## src/include/mem_defines.svh

```systemverilog
`ifndef MEM_DEFINES_SVH
`define MEM_DEFINES_SVH

// data and write mask width
`define MEM_DATA_W 32
// byte address width
`define MEM_ADDR_W 32
// RAM depth in words, 4 KiB
`define MEM_WORDS 1024

`endif

```

## src/design/mem_pkg.sv

```systemverilog
`include "mem_defines.svh"

package mem_pkg;

    typedef struct packed {
        logic                   write;
        logic [`MEM_ADDR_W-1:0] addr;   // byte address
        logic [`MEM_DATA_W-1:0] wdata;
        logic [`MEM_DATA_W-1:0] wmask;  // bit mask, 1 takes new bit
    } mem_req_t;

    typedef struct packed {
        logic [`MEM_DATA_W-1:0] rdata;
        logic                   valid;
    } mem_rsp_t;

    typedef enum logic [1:0] {
        wait_cmd       = 2'd0,
        wait_mem_ready = 2'd1,
        wait_mem_read  = 2'd2
    } arb_state_t;

endpackage

```

## src/design/mem_port_arbiter.sv

```systemverilog
`timescale 1ns/1ps
`include "mem_defines.svh"

module mem_port_arbiter (
    input  logic                   clk,
    input  logic                   rst_n,
    input  logic                   inst_start,
    input  logic [`MEM_ADDR_W-1:0] i_addr,
    output logic                   inst_ready,
    output logic                   inst_valid,
    output logic [`MEM_DATA_W-1:0] inst,
    input  logic                   d_start,
    input  mem_pkg::mem_req_t      d_req,
    output logic                   d_ready,
    output logic                   rdata_valid,
    output logic [`MEM_DATA_W-1:0] rdata,
    output logic                   cmd_start,
    output mem_pkg::mem_req_t      cmd,
    input  logic                   cmd_ready,
    input  mem_pkg::mem_rsp_t      rsp
);
    import mem_pkg::*;

    arb_state_t             state;
    logic                   cmd_is_inst;    // command in flight is a fetch
    logic                   d_pending;      // data command waits behind fetch
    logic [`MEM_ADDR_W-1:0] save_i_addr;
    mem_req_t               save_d_req;
    logic [`MEM_DATA_W-1:0] inst_q;
    logic [`MEM_DATA_W-1:0] rdata_q;
    logic                   inst_done;
    logic                   data_done;
    logic                   issue_pending;

    function automatic mem_req_t fetch_req(input logic [`MEM_ADDR_W-1:0] addr);
        mem_req_t r;
        r = '0;
        r.addr = addr;
        return r;
    endfunction

    assign inst_ready = (state == wait_cmd);
    assign d_ready    = inst_ready;           // one shared ready

    assign inst_done     = (state == wait_mem_read) && rsp.valid && cmd_is_inst;
    assign data_done     = (state == wait_mem_read) && rsp.valid && !cmd_is_inst;
    assign issue_pending = inst_done && d_pending;

    assign inst_valid  = inst_done;
    assign rdata_valid = data_done;
    assign inst        = inst_done ? rsp.rdata : inst_q;
    assign rdata       = data_done ? rsp.rdata : rdata_q;

    always_comb begin
        cmd_start = 1'b0;
        cmd       = save_d_req;
        case (state)
            wait_cmd: begin
                cmd_start = cmd_ready && (inst_start || d_start);
                cmd       = inst_start ? fetch_req(i_addr) : d_req;  // fetch first
            end
            wait_mem_ready: begin
                cmd_start = 1'b1;                 // held until taken
                cmd       = cmd_is_inst ? fetch_req(save_i_addr) : save_d_req;
            end
            wait_mem_read: begin
                cmd_start = issue_pending && cmd_ready;
            end
            default: begin
                cmd_start = 1'b0;
            end
        endcase
    end

    always_ff @(posedge clk or negedge rst_n) begin
        if (!rst_n) begin
            state       <= wait_cmd;
            cmd_is_inst <= 1'b0;
            d_pending   <= 1'b0;
        end else begin
            case (state)
                wait_cmd: begin
                    if (inst_start || d_start) begin
                        cmd_is_inst <= inst_start;
                        d_pending   <= inst_start && d_start;
                        if (!cmd_ready) begin
                            state <= wait_mem_ready;
                        end else if (!inst_start && d_req.write) begin
                            state <= wait_cmd;      // writes return nothing
                        end else begin
                            state <= wait_mem_read;
                        end
                    end
                end
                wait_mem_ready: begin
                    if (cmd_ready) begin
                        if (!cmd_is_inst && save_d_req.write) begin
                            state <= wait_cmd;
                        end else begin
                            state <= wait_mem_read;
                        end
                    end
                end
                wait_mem_read: begin
                    if (issue_pending) begin
                        cmd_is_inst <= 1'b0;        // data command goes next
                        d_pending   <= 1'b0;
                        if (!cmd_ready) begin
                            state <= wait_mem_ready;
                        end else if (save_d_req.write) begin
                            state <= wait_cmd;
                        end else begin
                            state <= wait_mem_read;
                        end
                    end else if (rsp.valid) begin
                        state <= wait_cmd;
                    end
                end
                default: begin
                    state <= wait_cmd;
                end
            endcase
        end
    end

    always_ff @(posedge clk) begin
        if (state == wait_cmd && inst_start) begin
            save_i_addr <= i_addr;
        end
        if (state == wait_cmd && d_start) begin
            save_d_req <= d_req;
        end
        if (inst_done) begin
            inst_q <= rsp.rdata;
        end
        if (data_done) begin
            rdata_q <= rsp.rdata;
        end
    end

endmodule

```

## config.mk

```make
export PLATFORM = sky130hd
export DESIGN_NAME = mem_port_arbiter
export DESIGN_NICKNAME = d
export VERILOG_FILES = /design/src/design/mem_pkg.sv /design/src/design/mem_port_arbiter.sv
export VERILOG_INCLUDE_DIRS = /design/src /design/src/include
export SDC_FILE = /design/constraint.sdc
export NUM_CORES = 1
export LEC_CHECK = 0
export BUFFER_PORTS_ARGS = -buffer_cell sky130_fd_sc_hd__clkbuf_2
export CAP_MARGIN = 20
export CORE_MARGIN = 2
export CORE_UTILIZATION = 43
export DETAILED_ROUTE_END_ITERATION = 8
export PLACE_DENSITY_LB_ADDON = 0.25
export SYNTH_ARGS = -nofsm -noshare
export SYNTH_HDL_FRONTEND = slang
export SYNTH_SLANG_ARGS = --single-unit
```

## constraint.sdc

```tcl
create_clock -name clk -period 20.3 [get_ports clk]
set_input_delay 2.03 -clock clk [delete_from_list [all_inputs] [get_ports clk]]
set_output_delay 2.03 -clock clk [all_outputs]
set_load 0.05 [all_outputs]
```

Yosys cells after proc, flatten, opt, wreduce, memory -nomap -nowiden
Cells that the tools add are included.
{ "word_totals": {"register_bits": 197, "in_bits": 167, "elab_cells": 55} }
{ "op_classes": {"eq_ne": 6, "mux": 21, "n_reduce_logical": 18} }
{ "ops": {"columns": ["op", "count"], "rows": [
  ["97-bit two-way mux", 2],
  ["97-bit one-hot mux with 2 select lines", 1],
  ["32-bit two-way mux", 2],
  ["2-bit two-way mux", 9],
  ["1-bit logical AND", 11],
  ["2-bit one-hot mux with 3 select lines", 1],
  ["3-bit AND reduction", 2],
  ["2-bit inequality test (second input constant)", 2],
  ["1-bit one-hot mux with 2 select lines", 2],
  ["1-bit two-way mux", 3],
  ["3-bit inequality test (second input constant)", 1],
  ["1-bit one-hot mux with 3 select lines", 1],
  ["2-bit by 1-bit == test with 1-bit output (second input constant)", 1],
  ["2-bit == test (second input constant)", 1],
  ["1-bit logical NOT", 2],
  ["2-bit logical NOT", 1],
  ["2-bit by 1-bit inequality test with 1-bit output (second input constant)", 1],
  ["2-bit nonzero test", 1],
  ["1-bit logical OR", 1]
]} }

Depth between registers and ports, before layout
Gate-level depths: netlist (run 1).
{ "logic_depth": {"depth_word": 6, "ltp_mapped": 6} }

Worst setup path before layout (run 1)
OpenSTA, ideal clock, no wires.
{ "synth_path": {"path_kind": "in2reg", "from": "input d_start", "to": "register save_d_req[0] in the netlist's numbering (enable)", "setup_ns": 0.672, "arrival_time_ns": 8.642, "t_required_ns": 19.628, "setup_slack_ns": 10.986, "cell_stages": 2, "path_buffers": 0, "cell_sequence": "inv_1 -> nor3_1"} }
{ "synth_between": {"elab_chain_len": 1} }
{ "synth_lines": {"columns": ["item", "line_no", "rtl"], "rows": [
  ["from (decl)", "mem_port_arbiter.sv:12", "input logic d_start,"],
  ["1-bit logical AND", "mem_port_arbiter.sv:130", "if (state == wait_cmd && d_start) begin"],
  ["to (signal assigned)", "mem_port_arbiter.sv:131", "save_d_req <= d_req;"],
  ["to (decl)", "mem_port_arbiter.sv:28", "mem_req_t save_d_req;"]
]} }
No other way between the ends.
A chain may end at the register's enable or synchronous reset.

==> results of run 1 <==
layer usage:
metal  vias to the layer above  track usage, %
met5                         -               0
met4                         0           8.506
met3                        40           5.573
met2                       251           32.56
met1                      2854           25.81
li1                       2761               -
flip-flops by register name (all words and copies together), names as in the netlist:
name / flops
d_pending: 1
save_i_addr: 32
inst_q: 32
cmd_is_inst: 1
save_d_req: 97
rdata_q: 32
state: 2
Yosys cell counts, types with 3 or more instances:
cell type	number	share of area, %
a21oi_1	28	1.8
mux2_2	32	4.5
dfrtp_1	4	1.3
o221ai_1	6	0.66
buf_1	3	0.14
nor2_1	3	0.14
or3b_1	4	0.44
buf_2	24	1.5
buf_6	8	1.1
or3b_2	3	0.33
o2bb2ai_1	3	0.33
buf_4	3	0.28
inv_1	10	0.47
mux2i_1	3	0.38
a221o_1	26	3.3
nand3_1	24	1.5
edfxtp_1	129	48
a32oi_1	6	0.66
nand2b_1	3	0.23
a22o_1	66	7.2
buf_12	3	0.75
nand3b_1	16	1.5
dfxtp_1	64	16
mux2_1	32	4.5
nand2_1	7	0.33
clkbuf_1	8	0.38
cell families (layout without fill, tap and decap cells):
group / count (synthesis) / after routing / share of synthesized area, %
flops: 197 / 197 / 65.72
other cells: 0 / 1 / 0
compound gates: 142 / 142 / 14.52
mux: 67 / 67 / 9.388
simple gates: 70 / 70 / 5.727
buf+inv: 59 / 382 / 4.647
worst paths after layout:
| kind | from | endpoint | cells after the start |
|---|---|---|---|
| max | inst_start | cmd[4] | 5 |
| min | rdata_q[26] | rdata_q[26] | 1 |
| max reg2reg | state[1] | state[1] | 4 |
| min reg2reg | rdata_q[26] | rdata_q[26] | 1 |
| max in group asynchronous | rst_n | state[1] | 1 |
| min in group asynchronous | rst_n | state[0] | 1 |
cell type report:
class                           instances  area [µm²]
Fill cell                            1537        7830
Sequential cell                       197        5258
Multi-Input combinational cell        279        2386
Timing Repair Buffer                  340        1722
Clock buffer                           19       432.9
Tap cell                              229       286.5
Clock inverter                         13       131.4
Inverter                               10       37.54
Antenna cell                            1       2.502
stage by stage:
stage	worst slack (ns)	utilization [%]	instances	cell area (µm²)
floorplan	10.99	-	535	7996
global placement	14.04	53.57	1055	9689
detailed placement	14.01	53.57	1055	9689
CTS	14.01	56.69	1087	10250
global route	13.83	56.71	1088	10260
finish	13.99	56.71	1088	10260
==> results by group, run 1 <==
Floorplan
  – # rows: 49
  – Full die area: 19,700 µm²
  – # IOs: 333
  – CORE AREA: 18,090 µm²
  – Die height: 140.4 µm
  – Initial Utilization: 44.21%
  – Die Width: 140.4 µm

Drt
  – DR WL/cell: 18.73 µm
  – Vias per cell: 5.428
  – Final WL: 20.38 mm
  – Met2 wire length: 9.803 mm
  – Wire length on met3: 1.441 mm
  – Vias: 5,906
  – Final ANT Viol Nets: 0
  – DRC violations left: 0
  – Highest metal used: met4
  – Wl on met1: 8.525 mm
  – Initial drt markers: 374
  – DRT Pass-1 Iters: 5

Worst setup path
  – Worst-path fanout max: 88
  – CP top delay family: buffers and inverters
  – Reg-to-reg slack, setup: 17.83 ns
  – CP Launch Type: input pin
  – Slowest cell on the critical path: buf_4
  – Critical path class: input pin to output pin
  – Buf/Inv on CP: 3
  – WP data required: 18.27 ns
  – Most frequent CP cell: clkbuf_2
  – Worst setup EP type: output pin
  – Worst EP arrival: 4.28 ns
  – Max incr delay on CP: 0.78 ns
  – CP Cell Sequence: clkbuf_2 -> nor3_2 -> buf_4 -> a22o_1 -> clkbuf_2

CTS
  – Clk_lat worst skew: 0.43 ns
  – Clock buffer depth: 2
  – Post-CTS setup buffers: 0
  – TritonCTS Buffers: 17
  – CTS Root Cell: clkbuf_16
  – CTS tree: yes
  – Cts hold-fix bufs: 0
  – Post_cts resized: 0
  – Htree depth: 4
  – Clock sink count: 197
  – Worst-path clk slew: 0.07 ns

STA
  – Clock Skews: 0.009572 ns
  – Setup violations, final: 0
  – Slew @ Worst Pin: 1.026 ns
  – Slew margin rel.: 31.63%
  – Setup tns final: 0 ns
  – RSZ-0062 raised after global routing: no
  – Final worst path period share: 31.09%
  – Tmin final: 6.311 ns
  – Final slew viol count: 0
  – WHS: 0.4663 ns
  – Max Fclk: 158.4 MHz
  – Final Hold Viols: 0

Run status
  – Status: finished clean

Yosys
  – Synth async-reset ratio: 2.030%
  – Synth unique cells: 39
  – Post-Syn Nets: 702
  – Register area share after synthesis: 65.72%
  – EDFF count, synth: 129
  – Synth Instances: 535
  – FF+latch count, synth: 197
  – Synth warn: 0
  – Synthesized area: 7996 µm²
  – Most used flip-flop cell after synthesis: edfxtp_1
  – Mean Syn Cell Area: 14.95 µm²

Placement
  – PortBufs: 332
  – Dpl hpwl: 14.04 mm
  – GPL Wtd Cong: 0.7807

Job
  – Max-capacitance violation count: 0

Global route
  – Remaining global-route overflow: 0
  – Largest net degree at the start of global routing: 89
  – GRT Overall Usage: 20.20%
  – Initial antenna violation count: 1
  – First-pass GRT wire length: 31.30 mm
  – Vias in the first global route: 5,875

Layout
  – Most frequent cells in the layout: clkbuf_2 (332), edfxtp_1 (129), a22o_1 (66)
  – Most common cell after layout, fill and taps aside: clkbuf_2
  – Layout cells sized above 1: 48.14%
  – Layout area overhead: 28.26%
  – Final net count: 1,012

Hold path
  – Worst min-delay path class: flip-flop to flip-flop
Power of run 1 is not shown: default switching activity piles up to over one toggle a cycle in this logic, so the estimate is an artifact.
==> run 2, diff against run 1 <==
==> constraint.sdc (replaced) <==
create_clock -name clk -period 5.6 [get_ports clk]
set_input_delay 0.56 -clock clk [delete_from_list [all_inputs] [get_ports clk]]
set_output_delay 0.56 -clock clk [all_outputs]
set_load 0.05 [all_outputs]
==> run 2 against run 1 <==
- first-iteration DRC count did not move
- final cell count rose by 0.18%
- die area did not move
- setup slack got worse by 12 ns
- hold slack got worse by 0.15 ns
- global-route usage rose by 0.29 points
- design area rose by 0.28%
- critical path depth did not move
- count of clock-buffer cells in the layout fell by 2
- sequential share of layout area fell by 0.13 points
- flip-flop and latch count did not move
- highest routed layer unchanged
==> results by group, run 2 (synthesized netlist as in run 1, its figures left out) <==
Placement
  – GPL Wtd Cong: 0.7846 (+0.50%)
  – Placed insts: 1,056 (+0.095%)
  – PortBufs: 332 (unchanged)
  – Dpl hpwl: 14.43 mm (+2.8%)

CTS
  – Worst-path clk slew: 0.08 ns (about the same)
  – CTS tree: yes
  – CTS Root Cell: clkbuf_16
  – Htree depth: 4 (unchanged)
  – Clock sink count: 197 (unchanged)
  – Clock buffer depth: 2 (unchanged)
  – TritonCTS Buffers: 17 (unchanged)
  – Clk_lat worst skew: 0.43 ns (about the same)
  – Post-CTS setup buffers: 0 (unchanged)

STA
  – Final worst path period share: 67.70%
  – Tmin final: 3.791 ns
  – Final Hold Viols: 0 (unchanged)
  – Slew @ Worst Pin: 1.044 ns (+0.01877 ns)
  – WHS: 0.3133 ns (-0.1530 ns)
  – Setup tns final: 0 ns (unchanged)
  – Slew margin rel.: 30.38% (-1.3 points)
  – Setup violations, final: 0 (unchanged)
  – Final slew viol count: 0 (unchanged)
  – RSZ-0062 raised after global routing: no
  – Max Fclk: 263.8 MHz
  – Clock Skews: 0.006188 ns (-0.003384 ns)

Global route
  – GRT Overall Usage: 20.49% (+0.29 points)
  – Vias in the first global route: 5,988 (+1.9%)
  – Initial antenna violation count: 1 (unchanged)
  – Remaining global-route overflow: 0 (unchanged)
  – Largest net degree at the start of global routing: 67 (-25%)
  – First-pass GRT wire length: 31.45 mm (+0.49%)

Drt
  – Final ANT Viol Nets: 0 (unchanged)
  – DR WL/cell: 18.78 µm (+0.29%)
  – Initial drt markers: 374 (unchanged)
  – Vias: 5,886 (-0.34%)
  – DRT Pass-1 Iters: 5 (unchanged)
  – Vias per cell: 5.400 (-0.52%)
  – DRC violations left: 0 (unchanged)
  – Final WL: 20.47 mm (+0.47%)

Worst setup path
  – Setup crit start: cmd_is_inst
  – Crit Reg-Reg Startpoint: state[1]
  – Worst-path fanout max: 51 (-42%)
  – Worst reg-to-reg path cell count: 4 (unchanged)
  – Critical path class: flip-flop to output pin
  – CP Launch Type: flip-flop
  – Worst EP arrival: 3.23 ns (-1.05 ns)
  – Reg-to-reg slack, setup: 3.04 ns (-14.79 ns)
  – Crit path to: cmd[12]
  – WP data required: 5.04 ns (-13.23 ns)
  – Critical R2R Capture: save_d_req[82]
  – Worst setup EP type: output pin

Floorplan
  – Initial Utilization: 44.21% (unchanged)
  – CORE AREA: 18,090 µm² (unchanged)
  – Die height: 140.4 µm (unchanged)
  – # rows: 49 (unchanged)
  – # IOs: 333 (unchanged)
  – Full die area: 19,700 µm² (unchanged)
  – Die Width: 140.4 µm (unchanged)

Layout
  – # fillers: 1,526 (-0.72%)
  – Footprint of the multi-input gates: 2392 µm² (+0.26%)
  – FF/Latch Area: 5259 µm² (about the same)
  – Final net count: 1,014 (+0.20%)
  – Layout area overhead: 28.62%
  – Final cell count without fillers: 1,090 (+0.18%)
  – Max FFs per register: 97 (unchanged)
  – Most flop-heavy register: save_d_req
  – Most common cell after layout, fill and taps aside: clkbuf_2
  – Layout cells sized above 1: 48.49% (+0.35 points)
  – Most frequent cells in the layout: clkbuf_2 (332), edfxtp_1 (129), a22o_1 (66)

Job
  – Max-capacitance violation count: 0 (unchanged)

Run status
  – Status: finished clean

Hold path
  – Worst min-delay path class: input pin to flip-flop
==> run 2: changes by cell type in the layout (fill, tap and decap cells not counted), sizes merged <==
cell         delta
buf             +1
bufinv          -1
clkbuf          -2
clkinv          +1
clkinvlp        -1
dlygate4sd3     +1
inv             +3
==> run 2: final cells by class <==
class | count | share of cell area, %
diodes | 1 | 0.02433
clock buffers | 17 | 4.136
clock inverters | 15 | 1.387
inverters | 10 | 0.3650
multi-input cells | 279 | 23.26
flip-flops and latches | 197 | 51.13
well taps | 229 | 2.786
repair buffers | 342 | 16.91
==> run 2: worst max-delay path: stages (launching register included) <==
cell,delay [ns]
dfrtp_2,0.70
inv_1,0.22
a21o_2,0.84
buf_4,0.50
a22o_1,0.22
clkbuf_2,0.27
==> run 2: how the worst min path moves through the flow <==
stage | from | to | slack [ns] | depth (start not counted)
floorplan | rst_n | cmd_is_inst | 0.26 | 0
global placement | rst_n | d_pending | 0.38 | 1
detailed placement | rst_n | d_pending | 0.38 | 1
CTS | d_req[25] | save_d_req[25] | 0.29 | 1
global route | d_req[87] | save_d_req[87] | 0.30 | 1
finish | d_req[25] | save_d_req[25] | 0.31 | 1
==> run 2: routing by layer <==
layer / vias up / track usage, % / wire (µm)
met5: - / 0 / 0
met4: 0 / 7.815 / 329
met3: 22 / 6.701 / 1562
met2: 243 / 35.19 / 10300
met1: 2853 / 23.93 / 8284
li1: 2768 / - / -
==> run 2: timing repair <==
action                    in CTS  in global routing
hold buffers                   1                  0
hold endpoints to repair       4                  0
gates resized for setup        0                  0
==> run 2: metrics by stage <==
step	setup WS, ns	util (%)	instance area [µm²]
floorplan	0.4064	-	8001
global placement	2.286	53.66	9704
detailed placement	2.231	53.66	9704
CTS	1.749	56.85	10280
global route	1.550	56.87	10280
finish	1.809	56.87	10280
Power of run 2 is left out for the same reason.
