==> config.mk <==
export PLATFORM = sky130hd
export DESIGN_NAME = unaligned_access_ctrl
export DESIGN_NICKNAME = d
export VERILOG_FILES = /design/src/design/mem_pkg.sv /design/src/design/unaligned_access_ctrl.sv
export VERILOG_INCLUDE_DIRS = /design/src /design/src/include
export SDC_FILE = /design/constraint.sdc
export NUM_CORES = 1
export LEC_CHECK = 0
export ABC_AREA = 1
export BUFFER_PORTS_ARGS = -buffer_cell sky130_fd_sc_hd__buf_4
export CAP_MARGIN = 20
export CORE_MARGIN = 3
export CORE_UTILIZATION = 56
export CTS_CLUSTER_DIAMETER = 60
export DETAILED_ROUTE_END_ITERATION = 6
export PLACE_DENSITY = 0.87
export SETUP_SLACK_MARGIN = 0.02
export SYNTH_ARGS = -nofsm -noshare
export SYNTH_HDL_FRONTEND = slang
export SYNTH_SLANG_ARGS = --single-unit
==> constraint.sdc <==
create_clock -name clk -period 13.35 [get_ports clk]
set_input_delay 2.67 -clock clk [delete_from_list [all_inputs] [get_ports clk]]
set_output_delay 2.67 -clock clk [all_outputs]
set_load 0.005 [all_outputs]
==> src/include/mem_defines.svh <==
`ifndef MEM_DEFINES_SVH
`define MEM_DEFINES_SVH

// data and write mask width
`define MEM_DATA_W 32
// byte address width
`define MEM_ADDR_W 32
// RAM depth in words, 4 KiB
`define MEM_WORDS 1024

`endif

==> src/design/mem_pkg.sv <==
`include "mem_defines.svh"

package mem_pkg;

    typedef struct packed {
        logic                   write;
        logic [`MEM_ADDR_W-1:0] addr;   // byte address
        logic [`MEM_DATA_W-1:0] wdata;
        logic [`MEM_DATA_W-1:0] wmask;  // bit mask, 1 takes new bit
    } mem_req_t;

    typedef struct packed {
        logic [`MEM_DATA_W-1:0] rdata;
        logic                   valid;
    } mem_rsp_t;

    typedef enum logic [1:0] {
        wait_cmd       = 2'd0,
        wait_mem_ready = 2'd1,
        wait_mem_read  = 2'd2
    } arb_state_t;

endpackage

==> src/design/unaligned_access_ctrl.sv <==
`timescale 1ns/1ps
`include "mem_defines.svh"

module unaligned_access_ctrl (
    input  logic                          clk,
    input  logic                          rst_n,
    input  logic                          cmd_start,
    input  mem_pkg::mem_req_t             cmd,
    output logic                          cmd_ready,
    output mem_pkg::mem_rsp_t             rsp,
    output logic                          ram_we,
    output logic [$clog2(`MEM_WORDS)-1:0] ram_addr,
    output logic [`MEM_DATA_W-1:0]        ram_wdata,
    input  logic [`MEM_DATA_W-1:0]        ram_rdata
);
    import mem_pkg::*;

    typedef enum logic [2:0] {
        c_idle,
        c_rd0,      // address first word
        c_rd1,      // address second word, capture first
        c_resp,
        c_wr_rd,    // read word for merge
        c_wr_wb     // write merged word back
    } ctrl_state_t;

    ctrl_state_t                     state;
    mem_req_t                        req_q;
    logic                            hi_q;      // working on the upper word
    logic [`MEM_DATA_W-1:0]          lo_q;
    logic [1:0]                      off;
    logic                            unaligned;
    logic [5:0]                      shamt;
    logic [$clog2(`MEM_WORDS)-1:0]   base;
    logic [2*`MEM_DATA_W-1:0]        wide_data;
    logic [2*`MEM_DATA_W-1:0]        wide_mask;
    logic [2*`MEM_DATA_W-1:0]        joined;
    logic [`MEM_DATA_W-1:0]          word_data;
    logic [`MEM_DATA_W-1:0]          word_mask;
    logic                            use_hi;

    assign off       = req_q.addr[1:0];
    assign unaligned = (off != 2'd0);
    assign shamt     = {1'b0, off, 3'b000};
    assign base      = req_q.addr[2 +: $clog2(`MEM_WORDS)];  // wraps at depth

    // little-endian: byte offset shifts data toward the upper word
    assign wide_data = {{`MEM_DATA_W{1'b0}}, req_q.wdata} << shamt;
    assign wide_mask = {{`MEM_DATA_W{1'b0}}, req_q.wmask} << shamt;
    assign word_data = hi_q ? wide_data[2*`MEM_DATA_W-1:`MEM_DATA_W] : wide_data[`MEM_DATA_W-1:0];
    assign word_mask = hi_q ? wide_mask[2*`MEM_DATA_W-1:`MEM_DATA_W] : wide_mask[`MEM_DATA_W-1:0];

    assign use_hi    = (state == c_rd1) || ((state == c_wr_rd || state == c_wr_wb) && hi_q);
    assign ram_addr  = use_hi ? base + 1'b1 : base;
    assign ram_we    = (state == c_wr_wb);
    assign ram_wdata = (ram_rdata & ~word_mask) | (word_data & word_mask);

    assign joined    = {ram_rdata, lo_q} >> shamt;
    assign cmd_ready = (state == c_idle) || (state == c_resp);

    always_comb begin
        rsp.valid = (state == c_resp);
        rsp.rdata = unaligned ? joined[`MEM_DATA_W-1:0] : ram_rdata;
    end

    always_ff @(posedge clk or negedge rst_n) begin
        if (!rst_n) begin
            state <= c_idle;
            hi_q  <= 1'b0;
        end else begin
            case (state)
                c_idle, c_resp: begin
                    if (cmd_start) begin
                        hi_q  <= 1'b0;
                        state <= cmd.write ? c_wr_rd : c_rd0;
                    end else begin
                        state <= c_idle;
                    end
                end
                c_rd0: begin
                    state <= unaligned ? c_rd1 : c_resp;
                end
                c_rd1: begin
                    state <= c_resp;
                end
                c_wr_rd: begin
                    state <= c_wr_wb;
                end
                c_wr_wb: begin
                    if (unaligned && !hi_q) begin
                        hi_q  <= 1'b1;          // second word next
                        state <= c_wr_rd;
                    end else begin
                        state <= c_idle;
                    end
                end
                default: begin
                    state <= c_idle;
                end
            endcase
        end
    end

    always_ff @(posedge clk) begin
        if (cmd_start && cmd_ready) begin
            req_q <= cmd;
        end
        if (state == c_rd1) begin
            lo_q <= ram_rdata;
        end
    end

endmodule

* Word level (Yosys, flattened, before mapping)
Cells that the tools add are included.
** Operators by class
- $add $sub $neg :: 1
- Eq/ne operators :: 7
- Shifts and indexed selects :: 3
- Muxes and demuxes :: 12
- Bitwise gates (word level) :: 4
- Reductions and logical operators :: 12
** Operators by type and width (count)
- 32-bit by 5-bit left shift with 64-bit output :: 2
- 32-bit two-way mux :: 3
- 32-bit bitwise AND :: 2
- 64-bit by 5-bit >> shifter with 32-bit output :: 1
- 32-bit NOT :: 1
- 32-bit OR :: 1
- 3-bit case mux with 5 select lines :: 1
- 10-bit by 1-bit adder with 10-bit output, second input constant :: 1
- 10-bit two-way mux :: 1
- 3-bit two-way mux :: 3
- 3-bit by 2-bit equality test with 1-bit output, second input constant :: 2
- 3-bit equality test, second input constant :: 2
- 2-bit nonzero test :: 2
- 3-bit by 1-bit equality test with 1-bit output, second input constant :: 1
- 1-bit logical AND :: 3
- 3-bit logical NOT :: 1
- 1-bit logical OR :: 3
- 1-bit two-way mux :: 3
- 3-bit AND reduction :: 1
- 2-bit by 1-bit inequality test with 1-bit output, second input constant :: 1
- 2-bit inequality test, second input constant :: 1
- 1-bit case mux with 2 select lines :: 1
- 2-bit OR reduction :: 1
- 1-bit logical NOT :: 1
** Storage, ports and cells
- Bits in registers :: 112
- Input port bits :: 132
- Output and inout bits :: 77
- Logic and storage cells :: 45

* Logic depth before layout (Yosys ltp)
Gate-level depths: netlist of the first run.
- Depth in word-level cells :: 5
- Gate-level depth with buffers :: 10
- Depth with buffers taken out :: 8

* Worst setup path after synthesis of the first run
Ideal clock, no wire load.
- Path type :: input to register
- Start :: input port cmd_start
- End :: register req_q, in the netlist base[0], enable pin
- Setup time :: 0.513 ns
- Arrival :: 5.920 ns
- Required time :: 12.837 ns
- Setup slack :: 6.917 ns
- Stages :: 2
- Path buffers :: 0
- Cell sequence :: inv_1 nor2_1
** Between the ends
- Cells in the longest elaborated chain, start to end :: 1
** Ends and longest elaborated chain
- from (decl) :: RTL line unaligned_access_ctrl.sv:7 : input logic cmd_start,
- 1-bit logical AND :: RTL line unaligned_access_ctrl.sv:105 : if (cmd_start && cmd_ready) begin
- to (signal assigned) :: RTL line unaligned_access_ctrl.sv:106 : req_q <= cmd;
- to (decl) :: RTL line unaligned_access_ctrl.sv:28 : mem_req_t req_q;
No other way between the ends.
A chain may end at the register's enable or synchronous reset.

==> results of run 1 <==
worst paths after layout:
kind	startpoint	to	slack, ns	cells past startpoint
setup reg to reg	off[0]$_DFFE_PP_	hi_q$_DFFE_PN0P_	11.22	6
setup / recovery	ram_rdata[0]	rsp[1]	7.26	6
hold / removal	state[2]$_DFF_PN0_	state[1]$_DFF_PN0_	0.54	1
max in group asynchronous	rst_n	state[0]$_DFF_PN0_	11.14	1
min in group asynchronous	rst_n	state[1]$_DFF_PN0_	2.10	1
hold reg to reg	state[2]$_DFF_PN0_	state[1]$_DFF_PN0_	0.54	1
per-stage QoR:
step	setup slack (ns)	util (%)	power (W)
after CTS	7.21	73.7	0.00140
after global routing	7.16	73.9	0.00151
after floorplan	6.92	-	0.000897
after detailed placement	7.21	71.0	0.00114
after global placement	7.22	71.0	0.00112
final	7.26	73.9	0.00141
registers in the layout (all words and copies together), names as in the netlist:
signal,cells
req_q,64
state,3
off,2
hi_q,1
base,10
lo_q,24
kinds of logic after synthesis:
kind of cell	share of synthesized area (%)
AO/OA/AOI/OAI	17.1
XOR/XNOR	0.539
adder cells (fa/ha/maj)	0.192
buffers and inverters	8.41
flip-flops	47.7
AND/OR/NAND/NOR	26.1
layout make-up:
| cell class | count | area share [%] |
|---|---|---|
| Clock buffer | 9 | 2.75 |
| Clock inverter | 7 | 0.841 |
| Inverter | 76 | 3.50 |
| Multi-Input combinational cell | 613 | 35.0 |
| Sequential cell | 104 | 37.9 |
| Tap cell | 140 | 2.14 |
| Timing Repair Buffer | 193 | 17.9 |
report_power, final:
| part | switching (W) | internal (W) | leakage [nW] |
|---|---|---|---|
| clock network | 0.000122 | 0.000146 | 0.144 |
| logic | 0.000388 | 0.000245 | 2.55 |
| registers | 0.0000482 | 0.000465 | 0.983 |
| total | 0.000558 | 0.000856 | 3.68 |
cell usage in the layout, fill, tap and decap left out, types with 4 or more instances in the layout:
cell,count
a21oi_1,21
buf_4,192
clkbuf_16,9
dfrtp_1,4
edfxtp_1,100
inv_1,70
inv_2,5
nand2_1,309
nand3_1,47
nand4_1,7
nor2_1,28
o2111ai_1,4
o211ai_1,37
o21ai_0,101
o21ai_1,28
o21ai_2,4
or2_2,7
worst max-delay path, cell delays in order:
cell	delay, ns
buf_4	0.11
inv_1	0.15
nand2_1	0.09
o211ai_1	0.10
o21ai_0	0.13
buf_4	0.16
per-layer routing:
| layer | wire, um | up-vias | share of wire [%] | GRT usage (%) |
|---|---|---|---|---|
| met1 | 7870 | 2886 | 42 | 41.1 |
| li1 | - | 3151 | - | - |
| met3 | 2030 | 40 | 11 | 6.37 |
| met2 | 8300 | 361 | 45 | 41.9 |
| met5 | 0 | - | 0 | 0 |
| met4 | 421 | 0 | 2.3 | 9.21 |
==> reports/qor.txt, run 1 <==
Status = finished, final reports clean
Layout cell share with drive strength beyond 1 = 23.5%
Crit. End Element = output pin
Fin crit period = 6.09 ns
Area growth syn-to-layout = 25.8%
Synth cell count leaders = nand2_1 (309), o21ai_0 (101), edfxtp_1 (100)
Final setup fails = 0
Clock skew = 0.0190 ns
Setup TNS = 0 ns
Die area = 12900 um^2
Post-place instance area = 7870 um^2
Nature of the critical path startpoint = input pin
Io pins = 209
H-tree levels = 3
Worst Path Arrival = 3.42 ns
Clock root cell = clkbuf_16
Crit Path Class = input pin to output pin
First-pass GRT wire length = 28.9 mm
DP Cell Count = 1125
Most numerous cell in the Yosys netlist = nand2_1
Routability cong. = 0.910
Worst Hold Slack = 0.542 ns
Initial Util = 58.7%
CP max FO = 3
Clock buffer depth = 2
Clk Latency, worst-skew pair = 0.35 ns
Die H = 114 um
DR pass1 iterations = 6
Largest area contributor in the netlist = edfxtp_1
Core ar. = 11100 um^2
Grt ovf = 0
Register area = 3100 um^2
Max Slew Vio Count = 0
RSZ-0062 raised after global routing = false
Hold Fails Final Rpt = 0
Mapped Nets = 973
Fillcell total = 856
#FFs+latches synth = 104
Antenna diodes = 0
Worst hold path class = register to register
Initial DRC Count = 985
Vias per cell = 5.64
Initial antenna violation count = 0
Pin count of the biggest net entering global routing = 110
Vias in the first global route = 5893
Max Cap Viol = 0
Clock buffer count from CTS = 9
Leak = 3.68 nW
Gate Count Post-Synth = 840
Via count = 6438
Drt wl/cell = 16.3 um
Max Fclk = 0.164 GHz
Cell Pwr Density = 173 nW/um^2
EDFF count, synth = 100
Fin cells = 1142
CTS Hold Bufs = 0
IO buf count = 188
Main synth FF type = edfxtp_1
Most area-consuming cells after synthesis = edfxtp_1 (46%), nand2_1 (18%), o21ai_0 (7.8%)
Count of different cell masters after synthesis = 33
Routed WL = 18.6 mm
Sequential area share after synthesis = 47.7%
Synth async-reset ratio = 3.85%
Post-CTS Resized = 0
Mapped Avg Cell Area = 7.74 um^2
Worst VDD drop = 0.0975 mV
DRC Markers = 0
Post-CTS repair timing setup buffer count = 0
CTS tree = built
Slew Limit Headroom = 35.8%
GR Util All Layers = 28.2%
Final ANT Viol Nets = 0
Worst-margin pin slew = 0.963 ns
Num rows = 38
Fin nets = 1130
Post-Syn Area = 6500 um^2
Synth top area share = 46.2%
Final Instance Area = 8180 um^2
Footprint of the multi-input gates = 2860 um^2
Hpwl dp = 13.2 mm
Clock slew at reported path FFs = 0.08 ns
Die Wd = 114 um
Sink Count = 104
Req. time, crit path = 10.68 ns
Ys Warns = 0
Fin crit share = 45.6%
(Power assumes the default switching activity.)
==> run 2: changes to the inputs <==
Settings changed: CORE_UTILIZATION 56 to 52, PLACE_DENSITY 0.87 to 0.81.
Clock period 13.35 ns to 6.12 ns, I/O delays scaled along.
==> run 2 against run 1 <==
  * Sequential cell count unchanged
  * Highest routed layer unchanged
  * First-iteration DRC count down 21%
  * Setup slack worse by 5.3 ns
  * Utilization down 5.9 points
  * Clock power up 130%
  * Critical endpoint is now ram_wdata[26]
  * Clock skew down 0.014 ns
  * Sequential power up 120%
==> reports/qor.txt, run 2 (synthesized netlist as in run 1, its figures left out) <==
Status = finished, final reports clean
Final ANT Viol Nets = 0 (unchanged)
Total power = 0.00308 W (+120%)
Max Fclk = 0.238 GHz
Die H = 118 um (+3.6%)
RSZ-0062 raised after global routing = false
Req. time, crit path = 4.90 ns (-5.78 ns)
Drt wl/cell = 15.2 um (-6.7%)
Max reg flops = 64 (unchanged)
Worst hold path class = register to register
DRC Markers = 0 (unchanged)
Clock buffer count from CTS = 9 (unchanged)
Area growth syn-to-layout = 26.6%
Hpwl dp = 13.0 mm (-1.8%)
Worst path cell trace = nor2_4 > inv_2 > o21ai_1 > inv_1 > nand2_1 > nand2_1 > buf_4
Most frequent cells in the layout = nand2_1 (309), buf_4 (192), o21ai_0 (101)
Clock buffer depth = 2 (unchanged)
Fin crit share = 68.7%
GR Util All Layers = 24.8% (-3.4 points)
CTS tree = built
R2R Path End = req_q[58]$_DFFE_PP_
Slowest cell on crit path = nor2_4
DR pass1 iterations = 5 (-1)
Routability cong. = 0.948 (+4.2%)
Setup TNS = 0 ns (unchanged)
R2R Path Start = state[1]$_DFF_PN0_
Clk Latency, worst-skew pair = 0.34 ns (about the same)
Worst VDD drop = 0.202 mV (+110%)
CP max FO = 37 (+34)
Via count = 6267 (-2.7%)
Clock skew = 0.00485 ns (-0.0141 ns)
Max Cap Viol = 0 (unchanged)
Final setup fails = 0 (unchanged)
Initial antenna violation count = 0 (unchanged)
Crit path launch = off[1]$_DFFE_PP_
Post-CTS Resized = 0 (unchanged)
Clock root cell = clkbuf_16
Cell Pwr Density = 374 nW/um^2 (+120%)
Fin crit period = 4.21 ns
Vias per cell = 5.36 (-5.0%)
Die area = 13900 um^2 (+7.3%)
FF-to-FF path depth = 5 (-1)
Leak = 3.68 nW (about the same)
Initial DRC Count = 782 (-21%)
Nature of the critical path startpoint = register
Fin nets = 1130 (unchanged)
Most common cell after layout, fill and taps aside = nand2_1
Pin count of the biggest net entering global routing = 108 (-1.8%)
Slowest cell delay on critical path = 0.81 ns (+0.65 ns)
Routed WL = 17.8 mm (-4.4%)
Setup crit end = ram_wdata[26]
Layout cell share with drive strength beyond 1 = 23.4% (-0.10 points)
Die Wd = 118 um (+3.6%)
Fillcell total = 1004 (+17%)
Flop-to-flop setup slack = 3.64 ns (-7.58 ns)
Most used cell, CP = nand2_1
Core ar. = 12100 um^2 (+9.3%)
Sink Count = 104 (unchanged)
Crit Path Class = register to output pin
Grt ovf = 0 (unchanged)
Slew Limit Headroom = 39.0% (+3.2 points)
H-tree levels = 3 (unchanged)
Top reg by flops = req_q
Antenna diodes = 0 (unchanged)
Worst Path Arrival = 2.98 ns (-0.44 ns)
Vias in the first global route = 5628 (-4.5%)
Clock slew at reported path FFs = 0.07 ns (about the same)
IO buf count = 188 (unchanged)
Initial Util = 53.7% (-5.0 points)
Hold path startpoint = state[2]$_DFF_PN0_
Num rows = 40 (+5.3%)
CTS Hold Bufs = 0 (unchanged)
Worst-margin pin slew = 0.913 ns (-0.0500 ns)
Io pins = 209 (unchanged)
Post-CTS repair timing setup buffer count = 0 (unchanged)
First-pass GRT wire length = 27.9 mm (-3.4%)
Max Slew Vio Count = 0 (unchanged)
Crit. End Element = output pin
Hold Fails Final Rpt = 0 (unchanged)
==> run 2: worst max-delay path: cells and delay by family, from the launching register on <==
kind | cells | cell delay [ns]
AND/OR/NAND/NOR | 3 | 0.92
flip-flops | 1 | 0.73
buffers and inverters | 3 | 0.62
AO/OA/AOI/OAI | 1 | 0.33
==> run 2: through the flow <==
step | hold slack (ns) | setup WS [ns] | std cells | utilization (%) | area, um^2
after floorplan | 0.502 | 1.13 | 840 | - | 6500
after global placement | 0.531 | 1.95 | 1153 | 65.2 | 7900
after detailed placement | 0.553 | 1.94 | 1153 | 65.2 | 7900
after CTS | 0.544 | 1.55 | 1169 | 67.8 | 8220
after global routing | 0.589 | 1.74 | 1170 | 68.0 | 8240
final | 0.550 | 1.91 | 1170 | 68.0 | 8240
==> run 2: metal layers <==
metal	track usage, %	share of wire, %	routed length [um]	vias up
met5	0	0	0	-
met4	9.45	2.6	461	0
met3	4.37	8.3	1470	31
met2	36.9	44	7790	292
met1	36.3	45	8070	2797
li1	-	-	-	3147
==> run 2: worst min path at each step <==
stage | end | slack (ns) | cells past startpoint
6_report | state[1]$_DFF_PN0_ | 0.55 | 1
5_1_grt | state[1]$_DFF_PN0_ | 0.59 | 1
4_1_cts | state[1]$_DFF_PN0_ | 0.54 | 1
3_5_place_dp | state[1]$_DFF_PN0_ | 0.55 | 1
3_3_place_gp | state[1]$_DFF_PN0_ | 0.53 | 1
2_1_floorplan | state[1]$_DFF_PN0_ | 0.50 | 1
==> run 2: area by class of cell <==
cell class	instances	area [um^2]	share of cell area, %
Tap cell	168	210	2.55
Sequential cell	104	3100	37.7
Clock inverter	6	83.8	1.02
Timing Repair Buffer	193	1460	17.7
Multi-Input combinational cell	613	2860	34.7
Inverter	76	287	3.48
Clock buffer	10	229	2.78
==> run 2: report_power, final <==
group,internal (W),switching (W),leakage [nW]
Clock,0.000356,0.000246,0.146
Sequential,0.00101,0.000100,0.983
Combinational,0.000534,0.000833,2.55
==> run 3: changes to the inputs <==
Settings changed: ABC_AREA 1 to 0, CORE_UTILIZATION 52 to 46, PLACE_DENSITY 0.81 to 0.77.
Clock period 6.12 ns to 3.5 ns, I/O delays scaled along.
==> run 3 against run 2 <==
  * Area after synthesis down 8.1%
  * Critical endpoint is now ram_wdata[28]
  * Clock skew increased by 0.0037 ns
  * Highest routed layer unchanged
  * Cell count down 32%
  * Sequential power grew 87%
==> reports/qor.txt, run 3 <==
Status = finished, final reports clean
Flop-to-flop setup slack = 1.37 ns (-2.27 ns)
Clock buffer depth = 2 (unchanged)
Clock buffer count from CTS = 9 (unchanged)
Max reg flops = 64 (unchanged)
Io pins = 209 (unchanged)
Place WS = 0.811 ns (-1.13 ns)
First-pass GRT wire length = 24.2 mm (-13%)
CTS tree = built
Final Instance Area = 7770 um^2 (-5.7%)
Worst Path Arrival = 2.40 ns (-0.58 ns)
Crit. End Element = output pin
Clk Latency, worst-skew pair = 0.35 ns (about the same)
Die area = 14400 um^2 (+3.7%)
Num rows = 41 (+2.5%)
GR Util All Layers = 21.3% (-3.5 points)
CP max FO = 31 (-16%)
Nature of the critical path startpoint = register
Max Slew Vio Count = 0 (unchanged)
Core ar. = 12700 um^2 (+4.6%)
Most area-consuming cells after synthesis = edfxtp_1 (50%), mux4_2 (12%), mux2i_1 (6.7%)
Main synth FF type = edfxtp_1
Req. time, crit path = 2.80 ns (-2.10 ns)
H-tree levels = 3 (unchanged)
Crit path launch = hi_q$_DFFE_PN0P_
Die H = 120 um (+1.8%)
Count of different cell masters after synthesis = 44 (+33%)
Clock slew at reported path FFs = 0.07 ns (about the same)
EDFF count, synth = 100 (unchanged)
Hold Fails Final Rpt = 0 (unchanged)
Synth async-reset ratio = 3.85% (unchanged)
Pin count of the biggest net entering global routing = 106 (-1.9%)
Grt ovf = 0 (unchanged)
Worst hold path class = input pin to async pin
Drt wl/cell = 19.6 um (+29%)
Most numerous cell in the Yosys netlist = edfxtp_1
Sink Count = 104 (unchanged)
Post-CTS Resized = 0 (unchanged)
Footprint of the multi-input gates = 2660 um^2 (-7.1%)
Worst Hold Slack = 0.132 ns (-0.418 ns)
Max Fclk = 0.323 GHz
Fillcell total = 961 (-4.3%)
Worst VDD drop = 0.380 mV (+88%)
Ys Warns = 0 (unchanged)
Fin crit share = 88.5%
DR pass1 iterations = 5 (unchanged)
Layout cell share with drive strength beyond 1 = 39.2% (+16 points)
Routed WL = 15.6 mm (-12%)
Crit Path Class = register to output pin
Fin nets = 755 (-33%)
Mapped Nets = 585 (-40%)
Setup ws final = 0.403 ns (-1.51 ns)
Post-place instance area = 7450 um^2 (-5.7%)
Post-CTS repair timing setup buffer count = 0 (unchanged)
CTS Hold Bufs = 0 (unchanged)
Most frequent cells in the layout = buf_4 (192), edfxtp_1 (100), mux2i_1 (40)
Worst-margin pin slew = 1.01 ns (+0.0999 ns)
Gate Count Post-Synth = 452 (-46%)
Routability cong. = 0.871 (-8.1%)
Mapped Avg Cell Area = 13.2 um^2 (+71%)
FF-to-FF path depth = 2 (-3)
Fin crit period = 3.10 ns
Vias per cell = 5.94 (+11%)
Initial DRC Count = 395 (-49%)
Antenna diodes = 0 (unchanged)
Max Cap Viol = 0 (unchanged)
R2R Path End = req_q[21]$_DFFE_PP_
Setup crit end = ram_wdata[28]
Via count = 4746 (-24%)
Initial antenna violation count = 0 (unchanged)
Die Wd = 120 um (+1.8%)
Initial Util = 47.2% (-6.5 points)
RSZ-0062 raised after global routing = false
Largest area contributor in the netlist = edfxtp_1
R2R Path Start = state[0]$_DFF_PN0_
Leak = 3.01 nW (-18%)
Final setup fails = 0 (unchanged)
Synth cell count leaders = edfxtp_1 (100), mux2i_1 (40), mux4_2 (32)
IO buf count = 188 (unchanged)
Clock skew = 0.00852 ns (+0.00367 ns)
Vias in the first global route = 4731 (-16%)
Clock root cell = clkbuf_16
Final ANT Viol Nets = 0 (unchanged)
Top reg by flops = req_q
Hpwl dp = 11.4 mm (-12%)
Cell Pwr Density = 757 nW/um^2 (+100%)
Setup TNS = 0 ns (unchanged)
Synth top area share = 50.3% (+4.1 points)
Most common cell after layout, fill and taps aside = buf_4
Slew Limit Headroom = 32.5% (-6.5 points)
Post-Syn Area = 5980 um^2 (-8.1%)
Area growth syn-to-layout = 30.0%
#FFs+latches synth = 104 (unchanged)
DRC Markers = 0 (unchanged)
Sequential area share after synthesis = 51.9% (+4.2 points)
Register area = 3100 um^2 (unchanged)
-- run 3: cell count changes in the layout (fill, tap and decap cells not counted), moves of 11 or more --
cell	change
nand2_1	-290
o21ai_0	-84
inv_1	-66
mux2i_1	+40
nand3_1	-35
mux4_2	+32
o211ai_1	-29
nand2b_1	+25
nor2_1	-11
o21ai_1	-11
-- run 3: worst min path at each step --
stage / startpoint / slack (ns) / to / cells after the start
floorplan: rst_n / 0.40 / hi_q$_DFFE_PN0P_ / 0
global placement: rst_n / 0.50 / state[1]$_DFF_PN0_ / 1
detailed placement: rst_n / 0.50 / state[1]$_DFF_PN0_ / 1
CTS: rst_n / 0.12 / state[1]$_DFF_PN0_ / 1
global route: rst_n / 0.12 / state[1]$_DFF_PN0_ / 1
finish: rst_n / 0.13 / state[1]$_DFF_PN0_ / 1
-- run 3: logic make-up after synthesis --
| kind of cell | Yosys count | synth area share, % |
|---|---|---|
| compound gates | 120 | 14.2 |
| mux | 73 | 18.9 |
| flops | 104 | 51.9 |
| xor+xnor | 10 | 1.47 |
| buf+inv | 38 | 3.66 |
| fa+ha+maj | 1 | 0.209 |
| simple gates | 106 | 9.61 |
-- run 3: metrics by stage --
step,cells,utilization (%),total power [W]
floorplan,452,-,0.00374
global placement,783,58.8,0.00474
detailed placement,783,58.8,0.00483
CTS,799,61.3,0.00591
global route,799,61.3,0.00623
finish,799,61.3,0.00588
-- run 3: where the power goes --
part	total (W)	internal (W)	switching, W
sequential	0.00208	0.00185	0.000227
combinational	0.00272	0.00131	0.00141
clock	0.00108	0.000632	0.000443
-- run 3: routing by layer --
metal	up-vias	GRT usage (%)	routed length, um
li1	2174	-	-
met1	2309	28.5	6470
met2	232	35.7	7760
met3	31	2.83	1020
met4	0	8.16	374
met5	-	0	0
-- run 3: area by class of cell --
cell class / count / area share (%)
clock inverter: 4 / 0.999
timing repair buffer: 193 / 18.8
clock buffer: 12 / 3.04
tap: 172 / 2.77
sequential: 104 / 39.9
inverter: 4 / 0.193
multi-input combinational: 310 / 34.2
-- run 3: critical path, stage by stage, from the launching register on --
cell and delay, ns:
dfrtp_1 0.46, buf_4 0.28, inv_1 0.74, a21boi_1 0.14, a41o_1 0.27, buf_4 0.14
